File: src/hw/core_pkg.sv
package core_pkg;

    localparam int WORD_W    = 31;  // sign + magnitude
    localparam int MAG_W     = 30;
    localparam int ADDR_W    = 12;
    localparam int OP_W      = 6;
    localparam int OP_LSB    = 24;
    localparam int ADDR1_LSB = 12;  // second address sits in the low bits

    typedef enum logic [OP_W-1:0] {
        OP_HALT  = 6'd0,
        OP_ADD   = 6'd1,
        OP_SUB   = 6'd2,
        OP_AND   = 6'd3,
        OP_STORE = 6'd4,
        OP_JUMP  = 6'd5
    } op_code_e;

    // ST_IDLE must stay at zero, the panel shows it after reset
    typedef enum logic [2:0] {
        ST_IDLE, ST_FETCH, ST_DECODE, ST_READ_A,
        ST_READ_B, ST_EXECUTE, ST_STORE, ST_PANEL
    } pu_state_e;

    typedef enum logic [2:0] {
        ALU_NONE, ALU_ARR_C, ALU_LOAD_A, ALU_LOAD_B,
        ALU_LOAD_C, ALU_ADD, ALU_SUB, ALU_AND
    } alu_op_e;

    typedef enum logic [2:0] {
        ADDR_NONE, ADDR_ARR_STRT, ADDR_ARR_SEL, ADDR_LOAD_INSTR,
        ADDR_SEL_STRT, ADDR_SEL_ADDR1, ADDR_SEL_ADDR2, ADDR_JUMP
    } addr_op_e;

endpackage

File: src/hw/arith_unit.sv
`timescale 1ns/100ps

module arith_unit (
    input  logic                        clk,
    input  logic                        arst_n,
    input  core_pkg::alu_op_e           alu_op,
    input  logic [core_pkg::WORD_W-1:0] pnl_arr_reg_c_value,
    input  logic [core_pkg::WORD_W-1:0] wb_dat_r,
    output logic [core_pkg::WORD_W-1:0] reg_c_value
);

    logic [core_pkg::WORD_W-1:0] reg_a;
    logic [core_pkg::WORD_W-1:0] reg_b;
    logic [core_pkg::WORD_W-1:0] reg_c;
    logic [core_pkg::MAG_W-1:0]  mag_a;
    logic [core_pkg::MAG_W-1:0]  mag_b;
    logic                        sign_a;
    logic                        sign_b;
    logic [core_pkg::WORD_W-1:0] sum;

    assign mag_a  = reg_a[core_pkg::MAG_W-1:0];
    assign mag_b  = reg_b[core_pkg::MAG_W-1:0];
    assign sign_a = reg_a[core_pkg::WORD_W-1];
    // subtract is add with b negated
    assign sign_b = reg_b[core_pkg::WORD_W-1] ^ (alu_op == core_pkg::ALU_SUB);

    always_comb begin
        if (sign_a == sign_b) begin
            sum = {sign_a, mag_a + mag_b};  // carry dropped
        end else if (mag_a > mag_b) begin
            sum = {sign_a, mag_a - mag_b};
        end else if (mag_b > mag_a) begin
            sum = {sign_b, mag_b - mag_a};
        end else begin
            sum = '0;  // equal magnitudes give plus zero
        end
    end

    always_ff @(posedge clk or negedge arst_n) begin
        if (!arst_n) begin
            reg_a <= '0;
            reg_b <= '0;
            reg_c <= '0;
        end else begin
            case (alu_op)
                core_pkg::ALU_ARR_C:  reg_c <= pnl_arr_reg_c_value;
                core_pkg::ALU_LOAD_A: reg_a <= wb_dat_r;
                core_pkg::ALU_LOAD_B: reg_b <= wb_dat_r;
                core_pkg::ALU_LOAD_C: reg_c <= wb_dat_r;
                core_pkg::ALU_ADD,
                core_pkg::ALU_SUB:    reg_c <= sum;
                core_pkg::ALU_AND:    reg_c <= {1'b0, mag_a & mag_b};
                default: ;
            endcase
        end
    end

    assign reg_c_value = reg_c;

endmodule

File: config.mk
export PLATFORM = sky130hd
export DESIGN_NAME = arith_unit
export DESIGN_NICKNAME = d
export VERILOG_FILES = /design/src/hw/core_pkg.sv /design/src/hw/arith_unit.sv
export SDC_FILE = /design/constraint.sdc
export NUM_CORES = 1
export LEC_CHECK = 0
export ABC_CLOCK_PERIOD_IN_PS = 4400
export BUFFER_PORTS_ARGS = -buffer_cell sky130_fd_sc_hd__buf_2
export CELL_PAD_IN_SITES_DETAIL_PLACEMENT = 0
export CELL_PAD_IN_SITES_GLOBAL_PLACEMENT = 1
export CORE_MARGIN = 5
export CORE_UTILIZATION = 39
export DETAILED_ROUTE_END_ITERATION = 7
export PLACE_DENSITY = 0.74
export SYNTH_ARGS = -nofsm -noshare
export SYNTH_HDL_FRONTEND = slang
export SYNTH_SLANG_ARGS = --single-unit
File: constraint.sdc
create_clock -name clk -period 4.4 [get_ports clk]
set_clock_uncertainty 0.1 [all_clocks]
set_input_delay 0 -clock clk [delete_from_list [all_inputs] [get_ports clk]]
set_output_delay 0 -clock clk [all_outputs]
set_load 0.005 [all_outputs]
# Word level (Yosys, flattened, before mapping)
# Index checks and enable logic that the tools add are counted.
dict set report totals {
  reg_bits 93
  latch_bits 0
  ram_bits 0
  rom_bits 0
  input_bits 67
  out_inout_bits 31
  mem_count 0
}
dict set report op_classes {
  add_sub_neg 3
  n_mul 0
  div_mod_pow 0
  order_cmp 2
  n_eq_ne 8
  shift 0
  mux 4
  bitwise_logic 2
  reduce_logical 2
}
# cell count
set ops {}
lappend ops {{case mux 31 bit (4 select lines)} 1}
lappend ops {{two-way mux 31 bit} 3}
lappend ops {{> comparator 30 bit} 2}
lappend ops {{subtractor 30 bit} 2}
lappend ops {{adder 30 bit} 1}
lappend ops {{bitwise AND 30 bit} 1}
lappend ops {{equality test 3 bit (second input constant)} 4}
lappend ops {{equality test 3 x 2 -> 1 bit (second input constant)} 2}
lappend ops {{nonzero test 4 bit} 1}
lappend ops {{equality test 3 x 1 -> 1 bit (second input constant)} 1}
lappend ops {{OR reduction 2 bit} 1}
lappend ops {{equality test 1 bit} 1}
lappend ops {{XOR 1 bit} 1}

# Depth between registers and ports, before layout
# Gate-level depths: netlist of run 1.
dict set report depth {
  word_depth 6
  ltp_mapped 16
  depth_no_buf 14
}

# Worst setup path before layout of run 1
# No wires, ideal clock.
dict set report synth_path {
  path_kind {register -> register}
  start {register reg_a[0] (netlist name)}
  end {register reg_c, in the netlist reg_c_value[7]}
  setup_ps 94
  arrival_ps 2927
  required_time_ps 4206
  setup_slack_ps 1279
  stages_incl_launch_ff 15
  cell_sequence {dfrtp_1 inv_1 ha_1 inv_1 fa_1 a211oi_1 o21ai_1 o211ai_1 a21oi_1 or3b_4 nand2b_4 buf_6 o311ai_2 o21ai_1 a221oi_2}
}
dict set report synth_via {
  elab_chain_cells 5
  elab_cells_between_ends 9
  classes_between {3 x add/sub; 2 x order compare; 4 x mux}
}
# item line_no
set synth_lines {}
lappend synth_lines {{from (decl)} arith_unit.sv:12} ;# logic [core_pkg::WORD_W-1:0] reg_a;
lappend synth_lines {{from (signal assigned)} arith_unit.sv:47} ;# core_pkg::ALU_LOAD_A: reg_a <= wb_dat_r;
lappend synth_lines {{subtractor 30 bit / > comparator 30 bit (equally long branches)} {arith_unit.sv:33, arith_unit.sv:32}}
lappend synth_lines {{two-way mux 31 bit} arith_unit.sv:32} ;# end else if (mag_b > mag_a) begin
lappend synth_lines {{two-way mux 31 bit} arith_unit.sv:30} ;# end else if (mag_a > mag_b) begin
lappend synth_lines {{two-way mux 31 bit *} arith_unit.sv:28} ;# if (sign_a == sign_b) begin
lappend synth_lines {{case mux 31 bit (4 select lines) *} arith_unit.sv:45} ;# case (alu_op)
lappend synth_lines {{to (signal assigned)} arith_unit.sv:46} ;# core_pkg::ALU_ARR_C: reg_c <= pnl_arr_reg_c_value;
lappend synth_lines {{to (signal assigned)} arith_unit.sv:49} ;# core_pkg::ALU_LOAD_C: reg_c <= wb_dat_r;
lappend synth_lines {{to (signal assigned)} arith_unit.sv:51} ;# core_pkg::ALU_SUB: reg_c <= sum;
lappend synth_lines {{to (decl)} arith_unit.sv:14} ;# logic [core_pkg::WORD_W-1:0] reg_c;
# Every way passes the cells marked *; elsewhere a longest branch is shown, timed or not.
# A chain may end at the register's enable or synchronous reset.

# Worst setup path after layout of run 1
dict set report layout_path {
  start {register reg_a[16] (netlist name)}
  end {register reg_c, in the netlist reg_c_value[29]}
}
# Same word-level chain as after synthesis.

==> metrics.yaml, run 1 <==
die:
  die_w_um: 167.8
  core_sq_um: 24390
  io_pins: 98
  die-area_sq_um: 28170
  die_h_um: 167.8
  num_rows: 57
  start_util_pct: 39.83
clock_network:
  postCtsSetupRepairBufs: 0
  cts.repair.resized: 0
  cts_max_level: 3
  cts_buffers: 9
  clock_latency_ns: 0.36
  cts_tree: "done"
  path_clk_slew_ns: 0.07
  root_buffer: "clkbuf_16"
  cts_buffer_depth: 2
  cts_sinks: 93
routing:
  vias: 10071
  wl_per_cell_um: 22.04
  drt-initial-drc-count: 915
  drc: 0
  vias_per_cell: 6.002
  final_antenna_net_count: 0
  wl_mm: 36.98
  drtPass1Iterations: 7
setup_path:
  start_kind: "flop"
  cp.required_ns: 4.57
  arrival_ns: 4.23
  critPathKind: "reg2reg"
  end_kind: "flop"
  crit_fanout: 11
sta:
  fin_tns_setup_ns: 0
  drv_slew: 0
  setup_viol: 0
  fmax_mhz: 246.3
  worstMarginPinSlew_ns: 1.196
  rsz0062_at_grt: "false"
  final.setup.worst_slack_ns: 0.3397
  fin_crit_sh_pct: 92.28
  fin_crit_ns: 4.060
  slew_headroom_pct: 20.26
  hold_viol_final: 0
global_route:
  grtUsageTotal_pct: 25.46
  grt_max_degree: 50
  gr-total-overflow: 0
  grt_pass1_vias: 9715
  grt_pass1_wl_mm: 57.22
  antenna_found_initial: 0
synth:
  postSynthCellCount: 1233
  syn_avg_cell_area_sq_um: 7.879
  ys_warn_count: 0
  yosysTopAreaCellShare_pct: 23.96
  synthArstFlopShare_pct: 100.0
  syn_area_sq_um: 9714
  yosysTopAreaCell: "dfrtp_1"
  synth_fp_nets: 1393
  synth-seq-area-share_pct: 23.96
  synthFlopType: "dfrtp_1"
  ys_seq_elements: 93
  netlist_top_cells_area: "dfrtp_1 (24%), ha_1 (12%), a21oi_1 (6.0%)"
  synth.distinct_cells: 88
  synth_edf_count: 0
power:
  powerDensity_nw_per_um2: 501.0
  ir_worst_vdd_v: 0.0002584
  totalPowerFinal_mw: 5.689
  power_leakage_nw: 5.048
layout:
  regArea_sq_um: 2327
  syn2layout_area_growth_pct: 16.87
  layout-drive-gt1-share_pct: 15.88
  fillers: 2506
  multi_input_area_sq_um: 6620
  nets: 1509
  antenna_cells: 0
  post-route-util_pct: 46.55
placed_design:
  post-place-ws_ns: 0.5331
  io_buffers: 97
  hpwlAfterDp_mm: 26.87
  gp_congestion: 0.9429
status:
  status: "completed"
job:
  cap_violations: 0
min_path:
  worst_hold_path_type: "in2reg"
layer usage:
layer	GRT usage, %	share of wire (%)
met1	38.53	47
met2	37.58	42
met3	3.845	7.8
met4	7.092	2.4
met5	0	0
logic make-up (layout without fill, tap and decap cells):
kind of cell / after synthesis / count (layout) / share of synthesized area (%)
flops: 93 / 93 / 23.96
xor+xnor: 33 / 33 / 2.975
fa+ha+maj: 93 / 93 / 12.21
compound gates: 461 / 461 / 32.39
mux: 38 / 38 / 4.315
simple gates: 337 / 337 / 16.02
buf+inv: 178 / 299 / 8.127
sequential cells by signal, indices dropped and copies added, names as in the netlist:
register	cells
reg_b	31
reg_c_value	31
reg_a	31
cell usage in the layout, fill, tap and decap left out, types with 28 or more instances in the layout:
cell	count
dfrtp_1	93
ha_1	90
a21oi_1	117
buf_2	96
inv_1	95
xnor2_1	28
dlygate4sd3_1	59
nor2_1	87
nand2_1	135
o21ai_0	93
buf_4	28
mux2_2	31
repair_timing:
action,in CTS,in global routing
hold endpoints to repair,133,0
endpoints found under the setup margin,0,0
hold buffers,59,0
worst max-delay path: stages, from the launching register on:
cell and delay [ns]:
dfrtp_1 0.37, inv_1 0.08, ha_1 0.45, nor3_1 0.39
nand2_1 0.12, nor4b_1 0.59, o21ai_0 0.43, nand3_1 0.24
a31oi_1 0.17, o41ai_1 0.38, a21oi_1 0.15, o311a_1 0.31
o221ai_1 0.17
final cells by class:
type / count / area share [%]
clock buffers: 13 / 2.292
repair buffers: 184 / 11.46
flip-flops and latches: 93 / 20.50
clock inverters: 3 / 0.5951
well taps: 324 / 3.571
multi-input cells: 962 / 58.31
inverters: 99 / 3.273
where the power goes:
part | leakage, nW | internal, mW | switching, mW | total (mW)
sequential | 1.12 | 1.03 | 0.157 | 1.19
clock | 0.156 | 0.531 | 0.369 | 0.900
combinational | 3.77 | 1.34 | 2.26 | 3.60
metrics by stage:
stage / cells / hold slack, ns / instance area (sq um)
4_1_cts: 1678 / 0.01161 / 11350
3_5_place_dp: 1603 / -0.04044 / 10440
5_1_grt: 1678 / 0.05174 / 11350
2_1_floorplan: 1233 / -0.3956 / 9714
3_3_place_gp: 1603 / -0.03965 / 10440
6_report: 1678 / 0.02049 / 11350
path summary, 6_finish.rpt:
kind                                          from              end  slack (ns)  cells after the start
setup / recovery                         reg_a[16]  reg_c_value[29]        0.34                     12
hold / removal             pnl_arr_reg_c_value[27]  reg_c_value[27]        0.02                      5
setup reg to reg                         reg_a[16]  reg_c_value[29]        0.34                     12
hold reg to reg                     reg_c_value[0]   reg_c_value[0]        0.40                      1
max in group asynchronous                   arst_n  reg_c_value[14]        2.99                      3
min in group asynchronous                   arst_n  reg_c_value[11]        0.10                      2
synthesized netlist by cell type, drive strengths merged, types with 5 or more instances:
cell,n
a222oi,7
o22ai,19
a221o,13
nand2b,9
and3,13
o21ai,110
a31oi,14
a21o,19
nand4,10
nor4,6
dfrtp,93
inv,99
a311oi,5
nand3,18
a211o,8
nor3,23
or2,6
a211oi,10
o221ai,15
nor2,89
o211ai,6
xnor2,29
buf,39
mux2,31
a22oi,9
o311ai,5
a221oi,26
nor2b,9
mux2i,7
clkbuf,40
ha,90
nand2,136
o21a,7
a22o,6
a21oi,118
and2,5
o21bai,14
o31ai,12
Power figures use the tool's default switching activity.
==> run 2, diff against run 1 <==
--- a/config.mk
+++ b/config.mk
@@ -5,7 +5,7 @@
 export SDC_FILE = /design/constraint.sdc
 export NUM_CORES = 1
 export LEC_CHECK = 0
-export ABC_CLOCK_PERIOD_IN_PS = 4400
+export ABC_CLOCK_PERIOD_IN_PS = 5200
 export BUFFER_PORTS_ARGS = -buffer_cell sky130_fd_sc_hd__buf_2
 export CELL_PAD_IN_SITES_DETAIL_PLACEMENT = 0
 export CELL_PAD_IN_SITES_GLOBAL_PLACEMENT = 1
==> constraint.sdc (replaced) <==
create_clock -name clk -period 5.2 [get_ports clk]
set_clock_uncertainty 0.1 [all_clocks]
set_input_delay 0 -clock clk [delete_from_list [all_inputs] [get_ports clk]]
set_output_delay 0 -clock clk [all_outputs]
set_load 0.005 [all_outputs]
==> run 2 against run 1 <==
- core utilization is 0.69 points lower
- setup slack better by 0.89 ns
- global-route usage is 0.30 points higher
- wire length increased by 0.64%
- final cell count fell by 0.83%
- design area shrank 1.5%
- largest cell class unchanged
==> metrics.yaml, run 2 (synthesis gave the netlist of run 1 again) <==
die:
  io_pins: 98  # unchanged
  die_w_um: 167.8  # unchanged
  core_sq_um: 24390  # unchanged
  num_rows: 57  # unchanged
  die-area_sq_um: 28170  # unchanged
  start_util_pct: 39.83  # unchanged
  die_h_um: 167.8  # unchanged
global_route:
  grtUsageTotal_pct: 25.76  # +0.30 points
  grt_pass1_vias: 9666  # -0.50%
  antenna_found_initial: 0  # unchanged
  gr-total-overflow: 0  # unchanged
  grt_pass1_wl_mm: 57.81  # +1.0%
  grt_max_degree: 59  # +18%
routing:
  drtPass1Iterations: 5  # -2
  drt-initial-drc-count: 962  # +5.1%
  vias_per_cell: 6.071  # +1.2%
  drc: 0  # unchanged
  wl_mm: 37.22  # +0.64%
  wl_per_cell_um: 22.37  # +1.5%
  vias: 10102  # +0.31%
  final_antenna_net_count: 0  # unchanged
layout:
  syn2layout_area_growth_pct: 15.15
  layout-drive-gt1-share_pct: 15.30  # -0.58 points
  antenna_cells: 0  # unchanged
  layout_commonest_cell: "nand2_1"
  final_cell_mix: "nand2_1 (135), a21oi_1 (117), buf_2 (96)"
  nets: 1495  # -0.93%
setup_path:
  critPathKind: "reg2reg"
  cpLargestDelayFamily: "compound AO/OA/AOI/OAI gates"
  max_stage_delay_ns: 0.73  # +0.14 ns
  cp_slowest_cell: "nor2b_4"
  path_common_cell: "inv_1"
  arrival_ns: 4.16  # -0.07 ns
  path_cells: "inv_1, ha_1, inv_1, fa_1, a211oi_1, o21ai_1, o211ai_1, a21oi_1, or3b_4, nor2b_4, a22oi_1, a311oi_1, a221o_1"
  rrSetupSlack_ns: 1.23  # +0.89 ns
  cp.required_ns: 5.39  # +0.82 ns
  cp_num_buf_inv: 2  # +1
  crit_fanout: 28  # +17
  start_kind: "flop"
  end_kind: "flop"
clock_network:
  cts_buffers: 9  # unchanged
  cts_buffer_depth: 2  # unchanged
  root_buffer: "clkbuf_16"
  cts_tree: "done"
  path_clk_slew_ns: 0.07  # about the same
  cts_max_level: 3  # unchanged
  cts_sinks: 93  # unchanged
  postCtsSetupRepairBufs: 0  # unchanged
  clock_latency_ns: 0.37  # about the same
sta:
  fin_crit_ns: 3.970  # -0.09007 ns
  worstMarginPinSlew_ns: 1.111  # -0.08472 ns
  setup_viol: 0  # unchanged
  rsz0062_at_grt: "false"
  hold_viol_final: 0  # unchanged
  slew_headroom_pct: 25.65  # +5.4 points
  fin_tns_setup_ns: 0  # unchanged
  drv_slew: 0  # unchanged
  fin_crit_sh_pct: 76.35  # -16 points
  fmax_mhz: 251.9  # +2.3%
power:
  power_leakage_nw: 4.963  # -1.7%
  totalPowerFinal_mw: 4.682  # -18%
  powerDensity_nw_per_um2: 418.6  # -16%
  ir_worst_vdd_v: 0.0002109  # -18%
min_path:
  worst_hold_path_type: "in2reg"
job:
  cap_violations: 0  # unchanged
status:
  status: "completed"
placed_design:
  io_buffers: 97  # unchanged
  gp_congestion: 0.9302  # -1.3%
  hpwlAfterDp_mm: 27.16  # +1.1%
==> run 2: cell count changes in the layout (fill, tap and decap cells not counted), sizes merged <==
cell         before  now
buf             125  113
inv              98  101
clkinv            1    3
dlygate4sd3      59   57
clkbuf           13   10
bufinv            2    0
==> run 2: cell type report <==
cell class | count | area (sq um)
inverter | 99 | 371.6
clock inverter | 6 | 43.79
sequential | 93 | 2327
clock buffer | 10 | 239.0
tap | 324 | 405.4
fill | 2517 | 13210
multi-input combinational | 962 | 6620
timing repair buffer | 170 | 1179
==> run 2: layer usage <==
layer / vias to the layer above / part of all wire, % / routed length, um / track usage [%]
li1: 4703 / - / - / -
met1: 4916 / 47 / 17540 / 38.79
met2: 437 / 43 / 15920 / 38.03
met3: 46 / 8.4 / 3128 / 5.369
met4: 0 / 1.7 / 631 / 5.293
met5: - / 0 / 0 / 0
==> run 2: worst paths after layout <==
kind,from,to,depth (start not counted)
max,reg_a[0],reg_c_value[21],13
min,pnl_arr_reg_c_value[27],reg_c_value[27],5
max reg2reg,reg_a[0],reg_c_value[21],13
min reg2reg,reg_c_value[0],reg_c_value[0],1
max in group asynchronous,arst_n,reg_c_value[21],3
min in group asynchronous,arst_n,reg_b[11],2
==> run 2: power by group <==
part,leakage [nW],internal [mW],switching (mW)
logic,3.71,1.09,1.91
registers,1.12,0.872,0.133
clock network,0.140,0.342,0.333
total,4.96,2.31,2.38
==> run 2: timing repair <==
action / in CTS / in global routing
gates resized for setup: 0 / 0
endpoints found under the hold margin: 124 / 0
hold buffers: 57 / 0
==> run 2: worst register-to-register path: cells and delay by family, from the launching register on <==
kind                       cells  cell delay [ns]
DFF                            1             0.41
adders and majority gates      2             0.58
and+or+nand+nor                2             1.14
AOI/OAI and AO/OA              7             1.53
buffers and inverters          2             0.13
==> run 2: metrics by stage <==
| step | cell area (sq um) | setup WS (ns) | utilization, % | std cells | hold WS (ns) |
|---|---|---|---|---|---|
| floorplan | 9714 | 2.079 | - | 1233 | -0.3956 |
| finish | 11190 | 1.230 | 45.86 | 1664 | 0.01393 |
| global route | 11190 | 0.9623 | 45.86 | 1664 | 0.02244 |
| detailed placement | 10330 | 1.359 | 42.36 | 1591 | -0.09918 |
| CTS | 11190 | 1.308 | 45.86 | 1664 | 0.001398 |
| global placement | 10330 | 1.382 | 42.36 | 1591 | -0.1077 |
==> run 3, diff against run 2 <==
--- a/config.mk
+++ b/config.mk
@@ -5,14 +5,15 @@
 export SDC_FILE = /design/constraint.sdc
 export NUM_CORES = 1
 export LEC_CHECK = 0
-export ABC_CLOCK_PERIOD_IN_PS = 5200
+export ABC_AREA = 1
+export ABC_CLOCK_PERIOD_IN_PS = 3500
 export BUFFER_PORTS_ARGS = -buffer_cell sky130_fd_sc_hd__buf_2
 export CELL_PAD_IN_SITES_DETAIL_PLACEMENT = 0
 export CELL_PAD_IN_SITES_GLOBAL_PLACEMENT = 1
 export CORE_MARGIN = 5
 export CORE_UTILIZATION = 39
 export DETAILED_ROUTE_END_ITERATION = 7
-export PLACE_DENSITY = 0.74
+export PLACE_DENSITY = 0.8
 export SYNTH_ARGS = -nofsm -noshare
 export SYNTH_HDL_FRONTEND = slang
 export SYNTH_SLANG_ARGS = --single-unit
==> constraint.sdc (replaced) <==
create_clock -name clk -period 3.5 [get_ports clk]
set_clock_uncertainty 0.1 [all_clocks]
set_input_delay 0 -clock clk [delete_from_list [all_inputs] [get_ports clk]]
set_output_delay 0 -clock clk [all_outputs]
set_load 0.005 [all_outputs]
==> run 3 against run 2 <==
- combinational power increased by 57%
- wire length increased by 24%
- global-route usage increased by 3.3 points
- sequential share of layout area decreased by 2.2 points
- synthesized cell count increased by 39%
- core utilization decreased by 0.51 points
- clock power increased by 64%
- register-to-register slack got worse by 1.0 ns
- first-iteration DRC count increased by 19%
- critical endpoint is now reg_c_value[24]
- hold slack improved by 0.0042 ns
- critical path type unchanged
- maximum frequency increased by 20%
- critical path depth increased by 2
==> metrics.yaml, run 3 <==
layout:
  nets: 2008  # +34%
  antenna_cells: 0  # unchanged
  post-route-util_pct: 45.35  # -0.51 points
  regArea_sq_um: 2327  # unchanged
  final_cell_mix: "nand2_1 (472), inv_1 (235), nor2_1 (158)"
  syn2layout_area_growth_pct: 15.78
  layout-drive-gt1-share_pct: 11.17  # -4.1 points
  multi_input_area_sq_um: 7183  # +8.5%
  fillers: 3000  # +19%
  layout_commonest_cell: "nand2_1"
clock_network:
  root_buffer: "clkbuf_16"
  cts_tree: "done"
  cts_buffer_depth: 2  # unchanged
  clock_latency_ns: 0.37  # about the same
  cts_sinks: 93  # unchanged
  path_clk_slew_ns: 0.08  # about the same
  postCtsSetupRepairBufs: 0  # unchanged
  cts_max_level: 3  # unchanged
  cts_buffers: 9  # unchanged
sta:
  fmax_mhz: 303.3  # +20%
  drv_slew: 0  # unchanged
  timing.hold.ws_ns: 0.01809  # +0.004164 ns
  hold_viol_final: 0  # unchanged
  rsz0062_at_grt: "false"
  fin_crit_ns: 3.297  # -0.6736 ns
  setup_viol: 0  # unchanged
  worstMarginPinSlew_ns: 0.8770  # -0.2342 ns
  fin_crit_sh_pct: 94.19  # +18 points
  slew_headroom_pct: 41.45  # +16 points
  fin_tns_setup_ns: 0  # unchanged
synth:
  postSynthCellCount: 1718  # +39%
  yosys.area_share.simple_pct: 33.17  # +17 points
  synth.distinct_cells: 53  # -40%
  synthArstFlopShare_pct: 100.0  # unchanged
  yosysMostFrequentCell: "nand2_1"
  synthMuxAreaShare_pct: 0  # -4.3 points
  synthTopCellsByCount: "nand2_1 (473), inv_1 (235), nor2_1 (158)"
  syn_avg_cell_area_sq_um: 6.300  # -20%
  syn_area_sq_um: 10820  # +11%
  synth_xor_area_share_pct: 3.803  # +0.83 points
  netlist_top_cells_area: "dfrtp_1 (22%), nand2_1 (16%), ha_1 (10%)"
  synth_top_family_by_area: "simple AND/OR/NAND/NOR gates"
  synth-seq-area-share_pct: 21.50  # -2.5 points
  synthFlopType: "dfrtp_1"
  yosysTopAreaCellShare_pct: 21.50  # -2.5 points
  ys_warn_count: 0  # unchanged
  synth-adder-area-share_pct: 10.96  # -1.3 points
  synth_edf_count: 0  # unchanged
  synth_fp_nets: 1878  # +35%
  synth_compound_area_share_pct: 18.25  # -14 points
  yosysTopAreaCell: "dfrtp_1"
  ys_seq_elements: 93  # unchanged
power:
  powerDensity_nw_per_um2: 578.0  # +38%
  swShare_pct: 54.97  # +4.2 points
  switchingPower_mw: 3.981  # +68%
  p_int_mw: 3.261  # +41%
  p_comb_share_pct: 65.0  # +0.9 points
  ir_worst_vdd_v: 0.0002688  # +27%
  power_leakage_nw: 6.588  # +33%
  clockPowerShare_pct: 15.4  # +1.0 points
  seqPwrFrac_pct: 19.6  # -1.9 points
setup_path:
  end_kind: "flop"
  arrival_ns: 3.46  # -0.70 ns
  cp.required_ns: 3.66  # -1.73 ns
  critPathKind: "reg2reg"
  start_kind: "flop"
  crit_fanout: 19  # -32%
die:
  start_util_pct: 39.17  # -0.66 points
  die_w_um: 176.6  # +5.2%
  die-area_sq_um: 31180  # +11%
  num_rows: 61  # +7.0%
  core_sq_um: 27630  # +13%
  die_h_um: 176.6  # +5.2%
  io_pins: 98  # unchanged
routing:
  wl_per_cell_um: 20.64  # -7.7%
  drc: 0  # unchanged
  drtPass1Iterations: 8  # +3
  vias: 12114  # +20%
  wl_mm: 46.05  # +24%
  vias_per_cell: 5.430  # -11%
  final_antenna_net_count: 0  # unchanged
  drt-initial-drc-count: 1143  # +19%
job:
  cap_violations: 0  # unchanged
global_route:
  antenna_found_initial: 2  # +2
  gr-total-overflow: 0  # unchanged
  grt_pass1_wl_mm: 69.51  # +20%
  grt_pass1_vias: 11491  # +19%
  grt_max_degree: 51  # -14%
  grtUsageTotal_pct: 29.09  # +3.3 points
placed_design:
  hpwlAfterDp_mm: 36.87  # +36%
  gp_congestion: 1.040  # +12%
  io_buffers: 97  # unchanged
status:
  status: "completed"
min_path:
  worst_hold_path_type: "in2reg"
==> run 3: changes by cell type in the layout (fill, tap and decap cells not counted), sizes merged, moves of 19 or more <==
cell and delta:
o21ai +51, inv +144, nand2 +361, nor2 +80, nand3 +102, mux2 -31, o22ai -19, xor2 +41
xnor2 -27
==> run 3: cell type report <==
| type | instances | share of cell area [%] |
|---|---|---|
| clock buffer | 9 | 1.797 |
| clock inverter | 7 | 0.7189 |
| multi-input combinational | 1315 | 57.32 |
| tap | 378 | 3.774 |
| sequential | 93 | 18.57 |
| inverter | 242 | 7.289 |
| timing repair buffer | 187 | 10.52 |
==> run 3: final timing paths <==
| check | slack [ns] | from | end | depth (start not counted) |
|---|---|---|---|---|
| setup / recovery | 0.20 | reg_a[25] | reg_c_value[24] | 15 |
| hold / removal | 0.02 | pnl_arr_reg_c_value[15] | reg_c_value[15] | 4 |
| setup reg to reg | 0.20 | reg_a[25] | reg_c_value[24] | 15 |
| hold reg to reg | 0.38 | reg_c_value[30] | reg_c_value[30] | 2 |
| max in group asynchronous | 2.32 | arst_n | reg_a[6] | 3 |
| min in group asynchronous | 0.07 | arst_n | reg_c_value[24] | 2 |
==> run 3: kinds of logic (layout without fill, tap and decap cells) <==
group	after synthesis	after routing
compound gates	345	345
flops	93	93
fa+ha+maj	93	93
simple gates	830	830
xor+xnor	47	47
buf+inv	310	445
==> run 3: power by group through the flow <==
| stage | registers, mW | clock network (mW) | logic [mW] |
|---|---|---|---|
| finish | 1.42 | 1.11 | 4.71 |
| global route | 1.45 | 1.16 | 5.09 |
| CTS | 1.42 | 1.13 | 4.58 |
| detailed placement | 1.43 | 0 | 4.50 |
| global placement | 1.43 | 0 | 4.54 |
| floorplan | 1.40 | 0 | 3.09 |
==> run 3: per-stage QoR <==
stage | cell area, sq um | cells | total power [mW] | worst slack [ns]
6_report | 12530 | 2231 | 7.242 | 0.2033
5_1_grt | 12530 | 2231 | 7.693 | 0.01413
4_1_cts | 12520 | 2230 | 7.126 | 0.2779
3_5_place_dp | 11590 | 2153 | 5.939 | 0.2930
3_3_place_gp | 11590 | 2153 | 5.970 | 0.3169
2_1_floorplan | 10820 | 1718 | 4.485 | 1.088
==> run 3: layer usage <==
| metal | global-route usage, % | part of all wire, % | vias up | routed length [um] |
|---|---|---|---|---|
| met5 | 0 | 0.015 | - | 7 |
| met1 | 43.80 | 47 | 5706 | 21580 |
| met2 | 43.70 | 43 | 571 | 19640 |
| met3 | 3.362 | 7.6 | 72 | 3521 |
| met4 | 8.478 | 2.8 | 2 | 1302 |
| li1 | - | - | 5763 | - |
==> run 3: critical path: stages (launching register included) <==
cell and delay, ns:
dfrtp_1 0.41, inv_1 0.06, ha_1 0.55, nand2_4 0.11, nor2_1 0.30, nand2_1 0.09, nor3_1 0.25, nand2_2 0.19
nand2_4 0.27, inv_6 0.17, nand3_1 0.18, nand3_1 0.13, nand3_1 0.17, nand2_1 0.07, nand2_1 0.06, nand2_1 0.04
==> run 3: repair_timing <==
| item | CTS | global route |
|---|---|---|
| hold endpoints to repair | 132 | 1 |
| resized for setup | 0 | 0 |
| endpoints found under the setup margin | 0 | 0 |
| hold buffers | 61 | 1 |
